[config.mk]
export PLATFORM = sky130hd
export DESIGN_NAME = roce_pktgen_top
export DESIGN_NICKNAME = d
export VERILOG_FILES = /design/src/common/pktgen_cfg_pkg.sv /design/src/common/roce_hdr_pkg.sv /design/src/common/pktgen_cfg_if.sv /design/src/common/beat_stream_if.sv /design/src/hdl/roce_pktgen_top.sv /design/src/pkt_gen/frame_merge.sv /design/src/pkt_gen/payload_gen.sv /design/src/pkt_gen/roce_hdr_builder.sv /design/src/hdl/wb_cfg_regs.sv
export SDC_FILE = /design/constraint.sdc
export NUM_CORES = 2
export LEC_CHECK = 0
export BUFFER_PORTS_ARGS = -buffer_cell sky130_fd_sc_hd__buf_2
export CAP_MARGIN = 40
export CORE_MARGIN = 2
export CORE_UTILIZATION = 35
export CTS_CLUSTER_SIZE = 12
export DETAILED_ROUTE_END_ITERATION = 6
export GPL_TIMING_DRIVEN = 1
export PLACE_DENSITY_LB_ADDON = 0.2
export SYNTH_ARGS = -nofsm -noshare
export SYNTH_HDL_FRONTEND = slang
export SYNTH_HIERARCHICAL = 1
export SYNTH_SLANG_ARGS = --single-unit
[constraint.sdc]
create_clock -name aclk -period 14.77 [get_ports aclk]
set_input_delay 0.7385 -clock aclk [delete_from_list [all_inputs] [get_ports aclk]]
set_output_delay 0.7385 -clock aclk [all_outputs]
set_load 0.005 [all_outputs]
[src/common/pktgen_cfg_pkg.sv]
`default_nettype none

package pktgen_cfg_pkg;

    typedef logic [63:0] beat_data_t;
    typedef logic [7:0]  beat_keep_t; // Lane 0 is the earliest byte
    typedef logic [31:0] reg_word_t;
    typedef logic [3:0]  reg_addr_t;
    typedef logic [15:0] pkt_count_t;

    localparam reg_addr_t REG_CTRL          = 4'd0;
    localparam reg_addr_t REG_STATUS        = 4'd1;
    localparam reg_addr_t REG_SRC_MAC_LO    = 4'd2;
    localparam reg_addr_t REG_SRC_MAC_HI    = 4'd3;
    localparam reg_addr_t REG_DST_MAC_LO    = 4'd4;
    localparam reg_addr_t REG_DST_MAC_HI    = 4'd5;
    localparam reg_addr_t REG_SRC_IP        = 4'd6;
    localparam reg_addr_t REG_DST_IP        = 4'd7;
    localparam reg_addr_t REG_DEST_QP       = 4'd8;
    localparam reg_addr_t REG_START_PSN     = 4'd9;
    localparam reg_addr_t REG_PAYLOAD_BEATS = 4'd10;
    localparam reg_addr_t REG_PKT_COUNT     = 4'd11;
    localparam reg_addr_t REG_SENT_COUNT    = 4'd12;

    localparam logic [31:0] CRC32_POLY_REFL = 32'hEDB88320;
    localparam logic [31:0] CRC32_INIT      = 32'hFFFFFFFF;

endpackage

`default_nettype wire

[src/common/roce_hdr_pkg.sv]
`default_nettype none

package roce_hdr_pkg;

    typedef logic [47:0] mac_addr_t;
    typedef logic [31:0] ipv4_addr_t;
    typedef logic [23:0] qpn_t;
    typedef logic [23:0] psn_t;

    localparam logic [15:0] ETH_TYPE_IPV4 = 16'h0800;
    localparam logic [15:0] ROCE_UDP_PORT = 16'd4791;
    localparam logic [15:0] UDP_SRC_PORT  = 16'hC000;
    localparam logic [7:0]  IP_TTL        = 8'd64;

    localparam logic [7:0]  BTH_OP_SEND_ONLY = 8'h04;
    localparam logic [15:0] BTH_PKEY         = 16'hFFFF;

    localparam int HDR_BEATS = 7; // 54 header bytes plus 2 pad bytes

    // IPv4 + UDP + BTH + ICRC on top of the payload
    localparam logic [15:0] HDR_LEN_FIXED = 16'd44;
    localparam logic [15:0] UDP_LEN_FIXED = 16'd24;

endpackage

`default_nettype wire
[src/common/pktgen_cfg_if.sv]
`default_nettype none

interface pktgen_cfg_if;
    import roce_hdr_pkg::*;
    import pktgen_cfg_pkg::*;

    mac_addr_t  src_mac;
    mac_addr_t  dst_mac;
    ipv4_addr_t src_ip;
    ipv4_addr_t dst_ip;
    qpn_t       dest_qp;
    psn_t       start_psn;
    pkt_count_t payload_beats;
    pkt_count_t pkt_count;
    logic       start;      // Single cycle
    logic       busy;
    logic       done;
    pkt_count_t sent_count;

    modport regs (output src_mac, dst_mac, src_ip, dst_ip, dest_qp, start_psn,
                  payload_beats, pkt_count, start, input busy, done, sent_count);
    modport gen (input start, start_psn, payload_beats, pkt_count,
                 output busy, done, sent_count);

endinterface

`default_nettype wire

[src/common/beat_stream_if.sv]
`default_nettype none

interface beat_stream_if;
    import pktgen_cfg_pkg::*;

    beat_data_t data;
    beat_keep_t keep;
    logic       last;
    logic       valid;
    logic       ready;

    modport source (output data, keep, last, valid, input ready);
    modport sink (input data, keep, last, valid, output ready);

endinterface

`default_nettype wire

[src/hdl/roce_pktgen_top.sv]
`default_nettype none

module roce_pktgen_top #(
    parameter int MAX_PAYLOAD_BEATS = 16
) (
    input  logic                       aclk,
    input  logic                       aresetn,
    input  logic                       i_wb_cyc,
    input  logic                       i_wb_stb,
    input  logic                       i_wb_we,
    input  logic [5:0]                 i_wb_adr,
    input  pktgen_cfg_pkg::reg_word_t  i_wb_dat,
    output pktgen_cfg_pkg::reg_word_t  o_wb_dat,
    output logic                       o_wb_ack,
    output pktgen_cfg_pkg::beat_data_t o_tx_tdata,
    output pktgen_cfg_pkg::beat_keep_t o_tx_tkeep,
    output logic                       o_tx_tvalid,
    output logic                       o_tx_tlast,
    input  logic                       i_tx_tready
);
    import roce_hdr_pkg::*;

    logic hdr_req;
    logic hdr_ack;
    logic pay_req;
    logic pay_ack;
    psn_t psn;

    pktgen_cfg_if  cfg ();
    beat_stream_if hdr_s ();
    beat_stream_if pay_s ();

    wb_cfg_regs #(
        .MAX_PAYLOAD_BEATS (MAX_PAYLOAD_BEATS)
    ) u_regs (
        .i_aclk    (aclk),
        .i_aresetn (aresetn),
        .i_wb_cyc  (i_wb_cyc),
        .i_wb_stb  (i_wb_stb),
        .i_wb_we   (i_wb_we),
        .i_wb_adr  (i_wb_adr),
        .i_wb_dat  (i_wb_dat),
        .o_wb_dat  (o_wb_dat),
        .o_wb_ack  (o_wb_ack),
        .cfg       (cfg.regs)
    );

    // Static fields are stable while busy
    roce_hdr_builder u_hdr (
        .aclk            (aclk),
        .aresetn         (aresetn),
        .i_req           (hdr_req),
        .o_ack           (hdr_ack),
        .i_psn           (psn),
        .i_payload_beats (cfg.payload_beats),
        .i_src_mac       (cfg.src_mac),
        .i_dst_mac       (cfg.dst_mac),
        .i_src_ip        (cfg.src_ip),
        .i_dst_ip        (cfg.dst_ip),
        .i_dest_qp       (cfg.dest_qp),
        .hdr_s           (hdr_s.source)
    );

    payload_gen #(
        .MAX_PAYLOAD_BEATS (MAX_PAYLOAD_BEATS)
    ) u_pay (
        .aclk            (aclk),
        .aresetn         (aresetn),
        .i_req           (pay_req),
        .o_ack           (pay_ack),
        .i_psn           (psn),
        .i_payload_beats (cfg.payload_beats),
        .pay_s           (pay_s.source)
    );

    frame_merge #(
        .MAX_PAYLOAD_BEATS (MAX_PAYLOAD_BEATS)
    ) u_merge (
        .aclk        (aclk),
        .aresetn     (aresetn),
        .cfg         (cfg.gen),
        .o_hdr_req   (hdr_req),
        .i_hdr_ack   (hdr_ack),
        .o_pay_req   (pay_req),
        .i_pay_ack   (pay_ack),
        .o_psn       (psn),
        .hdr_s       (hdr_s.sink),
        .pay_s       (pay_s.sink),
        .o_tx_tdata  (o_tx_tdata),
        .o_tx_tkeep  (o_tx_tkeep),
        .o_tx_tvalid (o_tx_tvalid),
        .o_tx_tlast  (o_tx_tlast),
        .i_tx_tready (i_tx_tready)
    );

endmodule

`default_nettype wire

[src/pkt_gen/frame_merge.sv]
`default_nettype none

module frame_merge #(
    parameter int MAX_PAYLOAD_BEATS = 16
) (
    input  logic                       aclk,
    input  logic                       aresetn,
    pktgen_cfg_if.gen                  cfg,
    output logic                       o_hdr_req,
    input  logic                       i_hdr_ack,
    output logic                       o_pay_req,
    input  logic                       i_pay_ack,
    output roce_hdr_pkg::psn_t         o_psn,
    beat_stream_if.sink                hdr_s,
    beat_stream_if.sink                pay_s,
    output pktgen_cfg_pkg::beat_data_t o_tx_tdata,
    output pktgen_cfg_pkg::beat_keep_t o_tx_tkeep,
    output logic                       o_tx_tvalid,
    output logic                       o_tx_tlast,
    input  logic                       i_tx_tready
);
    import roce_hdr_pkg::*;
    import pktgen_cfg_pkg::*;

    localparam int PB_W = $clog2(MAX_PAYLOAD_BEATS + 1);

    typedef enum logic [2:0] {IDLE, HDR, PAY, CRC, DONE} state_t;

    state_t          state;
    logic [31:0]     crc;
    psn_t            next_psn;
    pkt_count_t      req_cnt;    // Requests issued
    pkt_count_t      pkt_idx;    // CRC beats loaded
    pkt_count_t      sent_q;
    logic [PB_W-1:0] pay_left;
    logic            out_ready;
    logic            hdr_take;
    logic            pay_take;
    logic            crc_load;
    logic            issue;
    logic            last_pkt;
    beat_data_t      in_data;
    beat_keep_t      in_keep;

    // Reflected CRC-32, lane 0 first, bit 0 of each byte first
    function automatic logic [31:0] crc_beat(input logic [31:0] c, input beat_data_t d);
        logic [31:0] r;
        r = c;
        for (int i = 0; i < 64; i++) begin
            r = (r >> 1) ^ ((r[0] ^ d[i]) ? CRC32_POLY_REFL : 32'h0);
        end
        return r;
    endfunction

    assign out_ready   = !o_tx_tvalid || i_tx_tready;
    assign hdr_s.ready = (state == HDR) && out_ready;
    assign pay_s.ready = (state == PAY) && out_ready;
    assign hdr_take    = hdr_s.valid && hdr_s.ready;
    assign pay_take    = pay_s.valid && pay_s.ready;
    // Last packet's CRC beat waits in the output register
    assign crc_load    = (state == CRC) && out_ready && !(o_tx_tvalid && o_tx_tlast);
    assign last_pkt    = (pkt_idx == cfg.pkt_count - 1'b1);
    assign issue       = cfg.busy && !o_hdr_req && !o_pay_req && (req_cnt != cfg.pkt_count);
    assign in_data     = hdr_take ? hdr_s.data : pay_s.data;
    assign in_keep     = hdr_take ? hdr_s.keep : pay_s.keep;

    assign cfg.busy       = (state == HDR) || (state == PAY) || (state == CRC);
    assign cfg.done       = (state == DONE);
    assign cfg.sent_count = sent_q;

    always_ff @(posedge aclk or negedge aresetn) begin
        if (!aresetn) begin
            state       <= IDLE;
            crc         <= CRC32_INIT;
            next_psn    <= '0;
            o_psn       <= '0;
            req_cnt     <= '0;
            pkt_idx     <= '0;
            sent_q      <= '0;
            pay_left    <= '0;
            o_hdr_req   <= 1'b0;
            o_pay_req   <= 1'b0;
            o_tx_tvalid <= 1'b0;
            o_tx_tlast  <= 1'b0;
        end else begin
            case (state)
                IDLE, DONE: begin
                    if (cfg.start) begin
                        state    <= (cfg.pkt_count == '0) ? DONE : HDR;
                        next_psn <= cfg.start_psn;
                        req_cnt  <= '0;
                        pkt_idx  <= '0;
                        sent_q   <= '0;
                        crc      <= CRC32_INIT;
                    end
                end
                HDR: begin
                    if (hdr_take) begin
                        crc <= crc_beat(crc, hdr_s.data);
                        if (hdr_s.last) begin
                            state    <= PAY;
                            pay_left <= cfg.payload_beats[PB_W-1:0];
                        end
                    end
                end
                PAY: begin
                    if (pay_take) begin
                        crc      <= crc_beat(crc, pay_s.data);
                        pay_left <= pay_left - 1'b1;
                        if (pay_left == 1) begin
                            state <= CRC;
                        end
                    end
                end
                CRC: begin
                    if (crc_load) begin
                        crc     <= CRC32_INIT;
                        pkt_idx <= pkt_idx + 1'b1;
                        if (!last_pkt) begin
                            state <= HDR; // Next header may already wait
                        end
                    end else if (o_tx_tvalid && o_tx_tlast && i_tx_tready) begin
                        state <= DONE;
                    end
                end
                default: state <= IDLE;
            endcase

            if (o_tx_tvalid && o_tx_tlast && i_tx_tready) begin
                sent_q <= sent_q + 1'b1;
            end

            // Builder requests run one packet ahead
            if (i_hdr_ack) begin
                o_hdr_req <= 1'b0;
            end
            if (i_pay_ack) begin
                o_pay_req <= 1'b0;
            end
            if (issue) begin
                o_hdr_req <= 1'b1;
                o_pay_req <= 1'b1;
                o_psn     <= next_psn;
                next_psn  <= next_psn + 1'b1;
                req_cnt   <= req_cnt + 1'b1;
            end

            if (hdr_take || pay_take || crc_load) begin
                o_tx_tvalid <= 1'b1;
                o_tx_tlast  <= crc_load;
            end else if (i_tx_tready) begin
                o_tx_tvalid <= 1'b0;
            end
        end
    end

    always_ff @(posedge aclk) begin
        if (hdr_take || pay_take) begin
            o_tx_tdata <= in_data;
            o_tx_tkeep <= in_keep;
        end else if (crc_load) begin
            o_tx_tdata <= {32'h0, ~crc}; // FCS, low byte in lane 0
            o_tx_tkeep <= 8'h0F;
        end
    end

endmodule

`default_nettype wire

[src/pkt_gen/payload_gen.sv]
`default_nettype none

module payload_gen #(
    parameter int MAX_PAYLOAD_BEATS = 16
) (
    input  logic                       aclk,
    input  logic                       aresetn,
    input  logic                       i_req,
    output logic                       o_ack,
    input  roce_hdr_pkg::psn_t         i_psn,
    input  pktgen_cfg_pkg::pkt_count_t i_payload_beats,
    beat_stream_if.source              pay_s
);
    localparam int PB_W = $clog2(MAX_PAYLOAD_BEATS + 1);

    logic            active;
    logic [PB_W-1:0] beats_left;
    logic [7:0]      seed;       // Byte value of lane 0

    assign o_ack       = i_req && !active;
    assign pay_s.valid = active;
    assign pay_s.keep  = '1;
    assign pay_s.last  = (beats_left == 1);

    always_comb begin
        for (int i = 0; i < 8; i++) begin
            pay_s.data[8*i +: 8] = seed + 8'(i);
        end
    end

    always_ff @(posedge aclk or negedge aresetn) begin
        if (!aresetn) begin
            active     <= 1'b0;
            beats_left <= '0;
        end else if (o_ack) begin
            active     <= 1'b1;
            beats_left <= i_payload_beats[PB_W-1:0];
        end else if (pay_s.valid && pay_s.ready) begin
            if (pay_s.last) begin
                active <= 1'b0;
            end
            beats_left <= beats_left - 1'b1;
        end
    end

    always_ff @(posedge aclk) begin
        if (o_ack) begin
            seed <= i_psn[7:0];
        end else if (pay_s.valid && pay_s.ready) begin
            seed <= seed + 8'd8;
        end
    end

endmodule

`default_nettype wire

[src/pkt_gen/roce_hdr_builder.sv]
`default_nettype none

module roce_hdr_builder (
    input  logic                       aclk,
    input  logic                       aresetn,
    input  logic                       i_req,
    output logic                       o_ack,
    input  roce_hdr_pkg::psn_t         i_psn,
    input  pktgen_cfg_pkg::pkt_count_t i_payload_beats,
    input  roce_hdr_pkg::mac_addr_t    i_src_mac,
    input  roce_hdr_pkg::mac_addr_t    i_dst_mac,
    input  roce_hdr_pkg::ipv4_addr_t   i_src_ip,
    input  roce_hdr_pkg::ipv4_addr_t   i_dst_ip,
    input  roce_hdr_pkg::qpn_t         i_dest_qp,
    beat_stream_if.source              hdr_s
);
    import roce_hdr_pkg::*;

    typedef enum logic {IDLE, EMIT} state_t;

    state_t                       state;
    logic [$clog2(HDR_BEATS)-1:0] beat_cnt;
    mac_addr_t                    src_mac_q;
    mac_addr_t                    dst_mac_q;
    ipv4_addr_t                   src_ip_q;
    ipv4_addr_t                   dst_ip_q;
    qpn_t                         qp_q;
    psn_t                         psn_q;
    logic [15:0]                  ip_len_q;
    logic [15:0]                  udp_len_q;
    logic [64*HDR_BEATS-1:0]      hdr_vec;

    // Byte 0 of the frame sits at the top
    assign hdr_vec = {dst_mac_q, src_mac_q, ETH_TYPE_IPV4,
                      8'h45, 8'h00, ip_len_q, 32'h0, IP_TTL, 8'd17, 16'h0,
                      src_ip_q, dst_ip_q,
                      UDP_SRC_PORT, ROCE_UDP_PORT, udp_len_q, 16'h0,
                      BTH_OP_SEND_ONLY, 8'h00, BTH_PKEY, 8'h00, qp_q, 8'h00, psn_q,
                      16'h0};

    assign o_ack       = i_req && (state == IDLE);
    assign hdr_s.valid = (state == EMIT);
    assign hdr_s.keep  = '1;
    assign hdr_s.last  = (beat_cnt == HDR_BEATS - 1);

    always_comb begin
        for (int i = 0; i < 8; i++) begin
            hdr_s.data[8*i +: 8] = hdr_vec[$bits(hdr_vec) - 1 - 64*beat_cnt - 8*i -: 8];
        end
    end

    always_ff @(posedge aclk or negedge aresetn) begin
        if (!aresetn) begin
            state    <= IDLE;
            beat_cnt <= '0;
        end else if (o_ack) begin
            state    <= EMIT;
            beat_cnt <= '0;
        end else if (hdr_s.valid && hdr_s.ready) begin
            if (hdr_s.last) begin
                state <= IDLE;
            end
            beat_cnt <= beat_cnt + 1'b1;
        end
    end

    always_ff @(posedge aclk) begin
        if (o_ack) begin
            src_mac_q <= i_src_mac;
            dst_mac_q <= i_dst_mac;
            src_ip_q  <= i_src_ip;
            dst_ip_q  <= i_dst_ip;
            qp_q      <= i_dest_qp;
            psn_q     <= i_psn;
            ip_len_q  <= HDR_LEN_FIXED + {i_payload_beats[12:0], 3'b000};
            udp_len_q <= UDP_LEN_FIXED + {i_payload_beats[12:0], 3'b000};
        end
    end

endmodule

`default_nettype wire

[src/hdl/wb_cfg_regs.sv]
`default_nettype none

module wb_cfg_regs #(
    parameter int MAX_PAYLOAD_BEATS = 16
) (
    input  logic                      i_aclk,
    input  logic                      i_aresetn,
    input  logic                      i_wb_cyc,
    input  logic                      i_wb_stb,
    input  logic                      i_wb_we,
    input  logic [5:0]                i_wb_adr,
    input  pktgen_cfg_pkg::reg_word_t i_wb_dat,
    output pktgen_cfg_pkg::reg_word_t o_wb_dat,
    output logic                      o_wb_ack,
    pktgen_cfg_if.regs                cfg
);
    import pktgen_cfg_pkg::*;

    reg_addr_t addr;
    logic      access;
    logic      wr_cfg;
    reg_word_t rd_word;
    reg_word_t beats_clamped;

    assign addr   = i_wb_adr[5:2];
    assign access = i_wb_cyc && i_wb_stb && !o_wb_ack; // One ack per strobe
    assign wr_cfg = access && i_wb_we && !cfg.busy;

    always_comb begin
        if (i_wb_dat == '0) begin
            beats_clamped = 32'd1;
        end else if (i_wb_dat > MAX_PAYLOAD_BEATS) begin
            beats_clamped = MAX_PAYLOAD_BEATS;
        end else begin
            beats_clamped = i_wb_dat;
        end
    end

    always_ff @(posedge i_aclk or negedge i_aresetn) begin
        if (!i_aresetn) begin
            o_wb_ack          <= 1'b0;
            cfg.start         <= 1'b0;
            cfg.src_mac       <= '0;
            cfg.dst_mac       <= '0;
            cfg.src_ip        <= '0;
            cfg.dst_ip        <= '0;
            cfg.dest_qp       <= '0;
            cfg.start_psn     <= '0;
            cfg.payload_beats <= 16'd1;
            cfg.pkt_count     <= '0;
        end else begin
            o_wb_ack  <= access;
            cfg.start <= access && i_wb_we && (addr == REG_CTRL) && i_wb_dat[0];
            if (wr_cfg) begin
                case (addr)
                    REG_SRC_MAC_LO:    cfg.src_mac[31:0]  <= i_wb_dat;
                    REG_SRC_MAC_HI:    cfg.src_mac[47:32] <= i_wb_dat[15:0];
                    REG_DST_MAC_LO:    cfg.dst_mac[31:0]  <= i_wb_dat;
                    REG_DST_MAC_HI:    cfg.dst_mac[47:32] <= i_wb_dat[15:0];
                    REG_SRC_IP:        cfg.src_ip         <= i_wb_dat;
                    REG_DST_IP:        cfg.dst_ip         <= i_wb_dat;
                    REG_DEST_QP:       cfg.dest_qp        <= i_wb_dat[23:0];
                    REG_START_PSN:     cfg.start_psn      <= i_wb_dat[23:0];
                    REG_PAYLOAD_BEATS: cfg.payload_beats  <= beats_clamped[15:0];
                    REG_PKT_COUNT:     cfg.pkt_count      <= i_wb_dat[15:0];
                    default: ;
                endcase
            end
        end
    end

    always_comb begin
        case (addr)
            REG_STATUS:        rd_word = {30'd0, cfg.done, cfg.busy};
            REG_SRC_MAC_LO:    rd_word = cfg.src_mac[31:0];
            REG_SRC_MAC_HI:    rd_word = {16'd0, cfg.src_mac[47:32]};
            REG_DST_MAC_LO:    rd_word = cfg.dst_mac[31:0];
            REG_DST_MAC_HI:    rd_word = {16'd0, cfg.dst_mac[47:32]};
            REG_SRC_IP:        rd_word = cfg.src_ip;
            REG_DST_IP:        rd_word = cfg.dst_ip;
            REG_DEST_QP:       rd_word = {8'd0, cfg.dest_qp};
            REG_START_PSN:     rd_word = {8'd0, cfg.start_psn};
            REG_PAYLOAD_BEATS: rd_word = {16'd0, cfg.payload_beats};
            REG_PKT_COUNT:     rd_word = {16'd0, cfg.pkt_count};
            REG_SENT_COUNT:    rd_word = {16'd0, cfg.sent_count};
            default:           rd_word = '0; // CTRL and holes read zero
        endcase
    end

    always_ff @(posedge i_aclk) begin
        if (access) begin
            o_wb_dat <= rd_word;
        end
    end

endmodule

`default_nettype wire

After elaboration in Yosys (flattened, before gate mapping)
Index checks and enable logic that the tools add are counted.
{ "totals": {"latch_bits": 0, "output_inout_bits": 107, "n_memories": 0, "inputBits": 44, "ff_bits": 740, "romBits": 0, "ramBits": 0} }
{ "classes": {"n_reduce_logical": 69, "n_mul": 0, "n_eq_ne": 29, "n_mux": 180, "shifts": 8, "magnitude_cmp": 1, "bitwise_logic": 258, "add_sub_neg": 26, "n_div": 0} }
{ "op_table": {"columns": ["cell", "count"], "rows": [
  ["$mux 32", 132],
  ["$xor 31x32->32", 128],
  ["$shiftx 455x33->8", 8],
  ["$pmux 32 s12", 1],
  ["$mux 64", 3],
  ["$pmux 32 s4", 1],
  ["$sub 32x6->32 const B", 4],
  ["$xor 1x1->1", 128],
  ["$mux 16", 7],
  ["$mux 24", 3],
  ["$sub 32x5->32 const B", 2],
  ["$add 16x1->16 const B", 3],
  ["$mux 3", 11],
  ["$add 8x3->8 const B", 4],
  ["$gt 32x5->1 const B", 1],
  ["$logic_not 32->1", 1],
  ["$not 32->32", 1],
  ["$pmux 16 s2", 1],
  ["$sub 32x4->32 const B", 1],
  ["$reduce_and 2->1", 14],
  ["$reduce_bool 2->1", 14],
  ["$mux 5", 5],
  ["$add 24x1->24 const B", 1],
  ["$eq 4x4->1 const B", 5],
  ["other kinds (39)", 92]
]} }

Longest topological paths before layout
{ "depth": {"depth_word": 196, "depth_mapped": 28, "depth_no_buf": 22} }

By module
The synthesis kept the hierarchy.
{ "modules_own_cells": {"columns": ["mod", "cells_per_inst", "area_per_inst_um2", "instances"], "rows": [
  ["frame_merge", 2249, 24602.3, 1],
  ["wb_cfg_regs", 796, 11690.0, 1],
  ["roce_hdr_builder", 692, 9888.2, 1],
  ["payload_gen", 188, 1586.5, 1]
]} }

Worst setup path after synthesis
Ideal clock, no wire load.
{ "synth_timing": {"path_type": "register -> register", "from": "reg u_hdr.state, in the netlist u_hdr/hdr_s.valid", "to": "reg u_merge.o_hdr_req", "t_arrival_ps": 11001, "stages_incl_launch_ff": 3, "slack_ps": 3182, "synth_period_minus_slack_ps": 11588, "path_buffers": 0, "required_ps": 14183, "cell_sequence": "dfrtp_1 -> nor2b_1 -> o21ai_0"} }
{ "synth_between": {"elab_chain_len": 3} }
{ "synth_rtl": {"columns": ["element", "line", "text"], "rows": [
  ["start: declaration", "roce_hdr_builder.sv:21", "state_t state;"],
  ["start signal: assignment", "roce_hdr_builder.sv:54", "state <= IDLE;"],
  ["start signal: assignment", "roce_hdr_builder.sv:57", "state <= EMIT;"],
  ["start signal: assignment", "roce_hdr_builder.sv:61", "state <= IDLE;"],
  ["$not 1->1", "roce_hdr_builder.sv:41", "assign o_ack = i_req && (state == IDLE);"],
  ["$logic_and 1x1->1", "roce_hdr_builder.sv:41", null],
  ["named net hdr_ack", "roce_pktgen_top.sv:24", "logic hdr_ack;"],
  ["$reduce_bool 2->1 (no line)", null, null],
  ["end signal: assignment", "frame_merge.sv:81", "o_hdr_req <= 1'b0;"],
  ["end signal: assignment", "frame_merge.sv:135", "o_hdr_req <= 1'b0;"],
  ["end signal: assignment", "frame_merge.sv:141", "o_hdr_req <= 1'b1;"],
  ["end: declaration", "frame_merge.sv:9", "output logic o_hdr_req,"]
]} }
The timed path passes the listed nets, and every way through them passes these cells.
A chain may end at the register's enable or synchronous reset.

Final worst setup path
{ "layout_timing": {"from": "reg u_hdr.beat_cnt[0]", "to": "reg u_merge.crc[25]"} }
{ "layout_rtl": {"columns": ["element", "line", "text"], "rows": [
  ["start: declaration", "roce_hdr_builder.sv:22", "logic [$clog2(HDR_BEATS)-1:0] beat_cnt;"],
  ["start signal: assignment", "roce_hdr_builder.sv:63", "beat_cnt <= beat_cnt + 1'b1;"],
  ["$sub 9x9->10 *", "roce_hdr_builder.sv:48", "hdr_s.data[8*i +: 8] = hdr_vec[$bits(hdr_vec) - 1 - 64*beat_cnt - 8*i -: 8];"],
  ["$shiftx 455x33->8 *", "roce_hdr_builder.sv:48", null],
  ["named net hdr_s.data[2]", "beat_stream_if.sv:6", "beat_data_t data;"],
  ["$xor 1x1->1 *", "frame_merge.sv:50", "r = (r >> 1) ^ ((r[0] ^ d[i]) ? CRC32_POLY_REFL : 32'h0);"],
  ["$mux 32 *", "frame_merge.sv:50", null],
  ["$xor 31x32->32 * (6 in a row)", "frame_merge.sv:50", null],
  ["$xor 1x1->1", "frame_merge.sv:50", null],
  ["$mux 32", "frame_merge.sv:50", null],
  ["[62 not listed]", null, null],
  ["$xor 1x1->1", "frame_merge.sv:50", null],
  ["$mux 32", "frame_merge.sv:50", null],
  ["$xor 31x32->32 * (6 in a row)", "frame_merge.sv:50", null],
  ["$xor 1x1->1", "frame_merge.sv:50", null],
  ["$mux 32", "frame_merge.sv:50", null],
  ["$xor 31x32->32 * (2 in a row)", "frame_merge.sv:50", null],
  ["$mux 32 *", "frame_merge.sv:98", "if (hdr_take) begin"],
  ["$pmux 32 s4 *", "frame_merge.sv:86", "case (state)"],
  ["end signal: assignment", "frame_merge.sv:99", "crc <= crc_beat(crc, hdr_s.data);"],
  ["end signal: assignment", "frame_merge.sv:108", "crc <= crc_beat(crc, pay_s.data);"],
  ["end: declaration", "frame_merge.sv:30", "logic [31:0] crc;"]
]} }
The timed path passes the listed nets; every way through them passes the cells marked *. The select of a mux whose other input is x is not followed.

==> impl_metrics.tcl <==
set metrics [dict create \
    slew_headroom 0.265 \
    die_y_um 373 \
    grt_max_degree 120 \
    critPathMaxFanout 40 \
    cp.arrival_ns 10.88 \
    final_cell_mix "630 x xnor2_1, 358 x dfrtp_1, 355 x nand2_1" \
    period_needed_ns 10.24 \
    register_area_um2 20200 \
    synth_flop_cell "dfrtp_1" \
    hpwl_mm 125 \
    start_util 0.353 \
    tns_ns 0 \
    dpl_cell_area_um2 50600 \
    clk_pin_slew_ns 0.07 \
    met2_usage 0.393 \
    wl_mm 167 \
    worstHoldPathType "in2async" \
    instances_no_fill 5905 \
    final_nets 4119 \
    end_kind "flip-flop" \
    rsz0062_at_grt "false" \
    multi_input_area_um2 26300 \
    criticalPathCategory "reg2reg" \
    grt-busiest-layer "met2" \
    yosys_register_bits 737 \
    slew_viol_final 0 \
    maxCapViolCount 0 \
    use_met1 0.317 \
    cp.required_ns 15.41 \
    cts_resized 0 \
    startpoint "u_hdr/beat_cnt[0]" \
    cts.sinks 737 \
    drt-initial-drc-count 3226 \
    rows 135 \
    rr_startpoint "u_hdr/beat_cnt[0]" \
    layout_commonest_cell "xnor2_1" \
    ys_seq_area_frac 0.423 \
    synth_cells 3925 \
    post-route-period-util 0.693 \
    yosysUniqueCellTypes 86 \
    met3_usage 0.0278 \
    cts_tree "done" \
    yosysWarnings 6 \
    status "finished, final reports clean" \
    antenna_found_initial 5 \
    design_area_um2 53600 \
    post-cts-setup-buffer-count 0 \
    synth_edf_count 345 \
    drt-pass1-iter-count 7 \
    drc 0 \
    worstMarginPinSlew_ns 1.10 \
    place_inst 5740 \
    vias 31581 \
    syn-cell-area_um2 47800 \
    hold_buffers 0 \
    wl_per_cell_um 28.3 \
    overflow 0 \
    skew_ns 0.0387 \
    synthArstFlopShare 0.532 \
    utilization 0.396 \
    gp_congestion 0.952 \
    setup-violations-final 0 \
    cts_made_buffers 87 \
    hold_viol 0 \
    postSynthAreaPerCell_um2 12.2 \
    io_buffers 148 \
    core_area_um2 135000 \
    clockRootBuffer "clkbuf_16" \
    viasPerCell 5.35 \
    clockBufferDepth 3 \
    grt_usage 0.237 \
    htreeDepth 3 \
    die-area_um2 139000 \
    fillers 13072 \
    worstSetupStartpointType "flip-flop" \
    drive_gt1_frac 0.187 \
    fmax_mhz 97.7 \
    grt_first_pass_wirelength_mm 239 \
    die-width_um 373 \
    clk-insertion-delay-late_ns 0.71 \
    io_pins 151 \
    syn2layout_area_growth_pct 12.3 \
    ant_nets 0 \
    grt_pass1_vias 31676 \
]
## critical path, stage by stage, from the launching register on
cell,delay [ns]
dfrtp_2,0.43
inv_2,0.05
buf_4,0.37
ha_2,0.55
buf_4,0.39
a221o_1,0.59
o32ai_1,1.00
xnor2_1,0.43
xnor2_1,0.72
xnor3_1,0.51
xnor2_1,0.21
xnor2_2,0.70
xor2_1,0.42
xnor3_1,0.55
xor2_2,0.56
xnor3_1,0.63
xnor3_1,0.45
xnor3_2,0.39
xor2_2,0.35
xor2_2,0.23
xnor2_1,0.13
o221ai_1,0.22
o21a_1,0.16
## final timing paths
check	slack [ns]	cells past startpoint	end
worst max-delay path	4.53	22	u_merge/crc[25]
worst min-delay path	0.02	1	u_regs/o_wb_ack
worst max register to register	4.53	22	u_merge/crc[25]
worst min register to register	0.44	0	u_hdr/psn_q[23]
max in group asynchronous	11.94	4	u_regs/cfg.dst_ip[9]
min in group aclk	0.34	2	u_regs/cfg.dst_mac[31]
## metal layers
layer  vias to the layer above  share of wire
met3                       217          0.051
met5                         -       0.000078
met4                         2          0.039
met1                     16175           0.43
li1                      14188              -
met2                       999           0.48
## kinds of logic (layout without fill, tap and decap cells)
kind of cell,count (synthesis),after routing,share of synthesized area
xor gates and xnor gates,1176,1176,0.313
and+or+nand+nor,883,883,0.0879
DFF,737,737,0.423
AOI/OAI and AO/OA,566,566,0.0800
buffers and inverters,281,465,0.0296
muxes,253,253,0.0591
adders and majority gates,27,27,0.00707
other,2,17,0.000157
## final cells by class
class	instances	area share
Clock inverter	44	0.0103
Tap cell	1781	0.0416
Multi-Input combinational cell	2921	0.491
Inverter	51	0.00357
Sequential cell	737	0.377
Antenna cell	1	0.0000467
Timing Repair Buffer	250	0.0310
Clock buffer	120	0.0454
## Yosys cell counts, types with 17 or more instances
cell	count	area [um^2]
xor3_1	35	832
dfstp_2	33	867
o21ai_0	108	541
dfrtp_1	359	8980
xnor2_2	33	537
nor2b_1	31	194
inv_1	43	161
mux2_1	17	191
nand3_1	89	445
xnor2_1	630	5520
nand4_1	22	138
a211oi_1	22	165
nand2_1	356	1340
edfxtp_1	345	10400
ha_1	27	338
buf_2	54	270
nor3_1	19	95.1
nor2_1	197	739
a22o_1	33	289
clkbuf_1	89	334
and3_1	76	475
xnor3_2	19	452
a21oi_1	149	746
xor2_1	197	1730
buf_4	59	443
buf_1	18	67.6
a221oi_1	82	718
xnor3_1	229	5160
mux2i_1	21	210
mux2_2	215	2420
a22oi_1	45	338
## metrics by stage
stage               hold WS (ns)  setup WS [ns]
floorplan                  0.425           3.18
global placement           0.431           4.60
detailed placement         0.431           4.74
CTS                       0.0539           4.67
global route              0.0715           4.12
finish                    0.0164           4.53
## state kept, by name, indices dropped and copies added (netlist names), 24 cells and up
register,flops
u_merge/o_tx_tdata,64
u_hdr/dst_mac_q,48
u_hdr/src_mac_q,48
u_regs/cfg.dst_mac,48
u_regs/cfg.src_mac,48
u_hdr/dst_ip_q,32
u_hdr/src_ip_q,32
u_merge/crc,32
u_regs/cfg.dst_ip,32
u_regs/cfg.src_ip,32
u_regs/o_wb_dat,32
u_hdr/psn_q,24
u_hdr/qp_q,24
u_merge/next_psn,24
u_merge/o_psn,24
u_regs/cfg.dest_qp,24
u_regs/cfg.start_psn,24
Power is not shown: default switching activity piles up to over one toggle a cycle in this logic, so the estimate is an artifact.
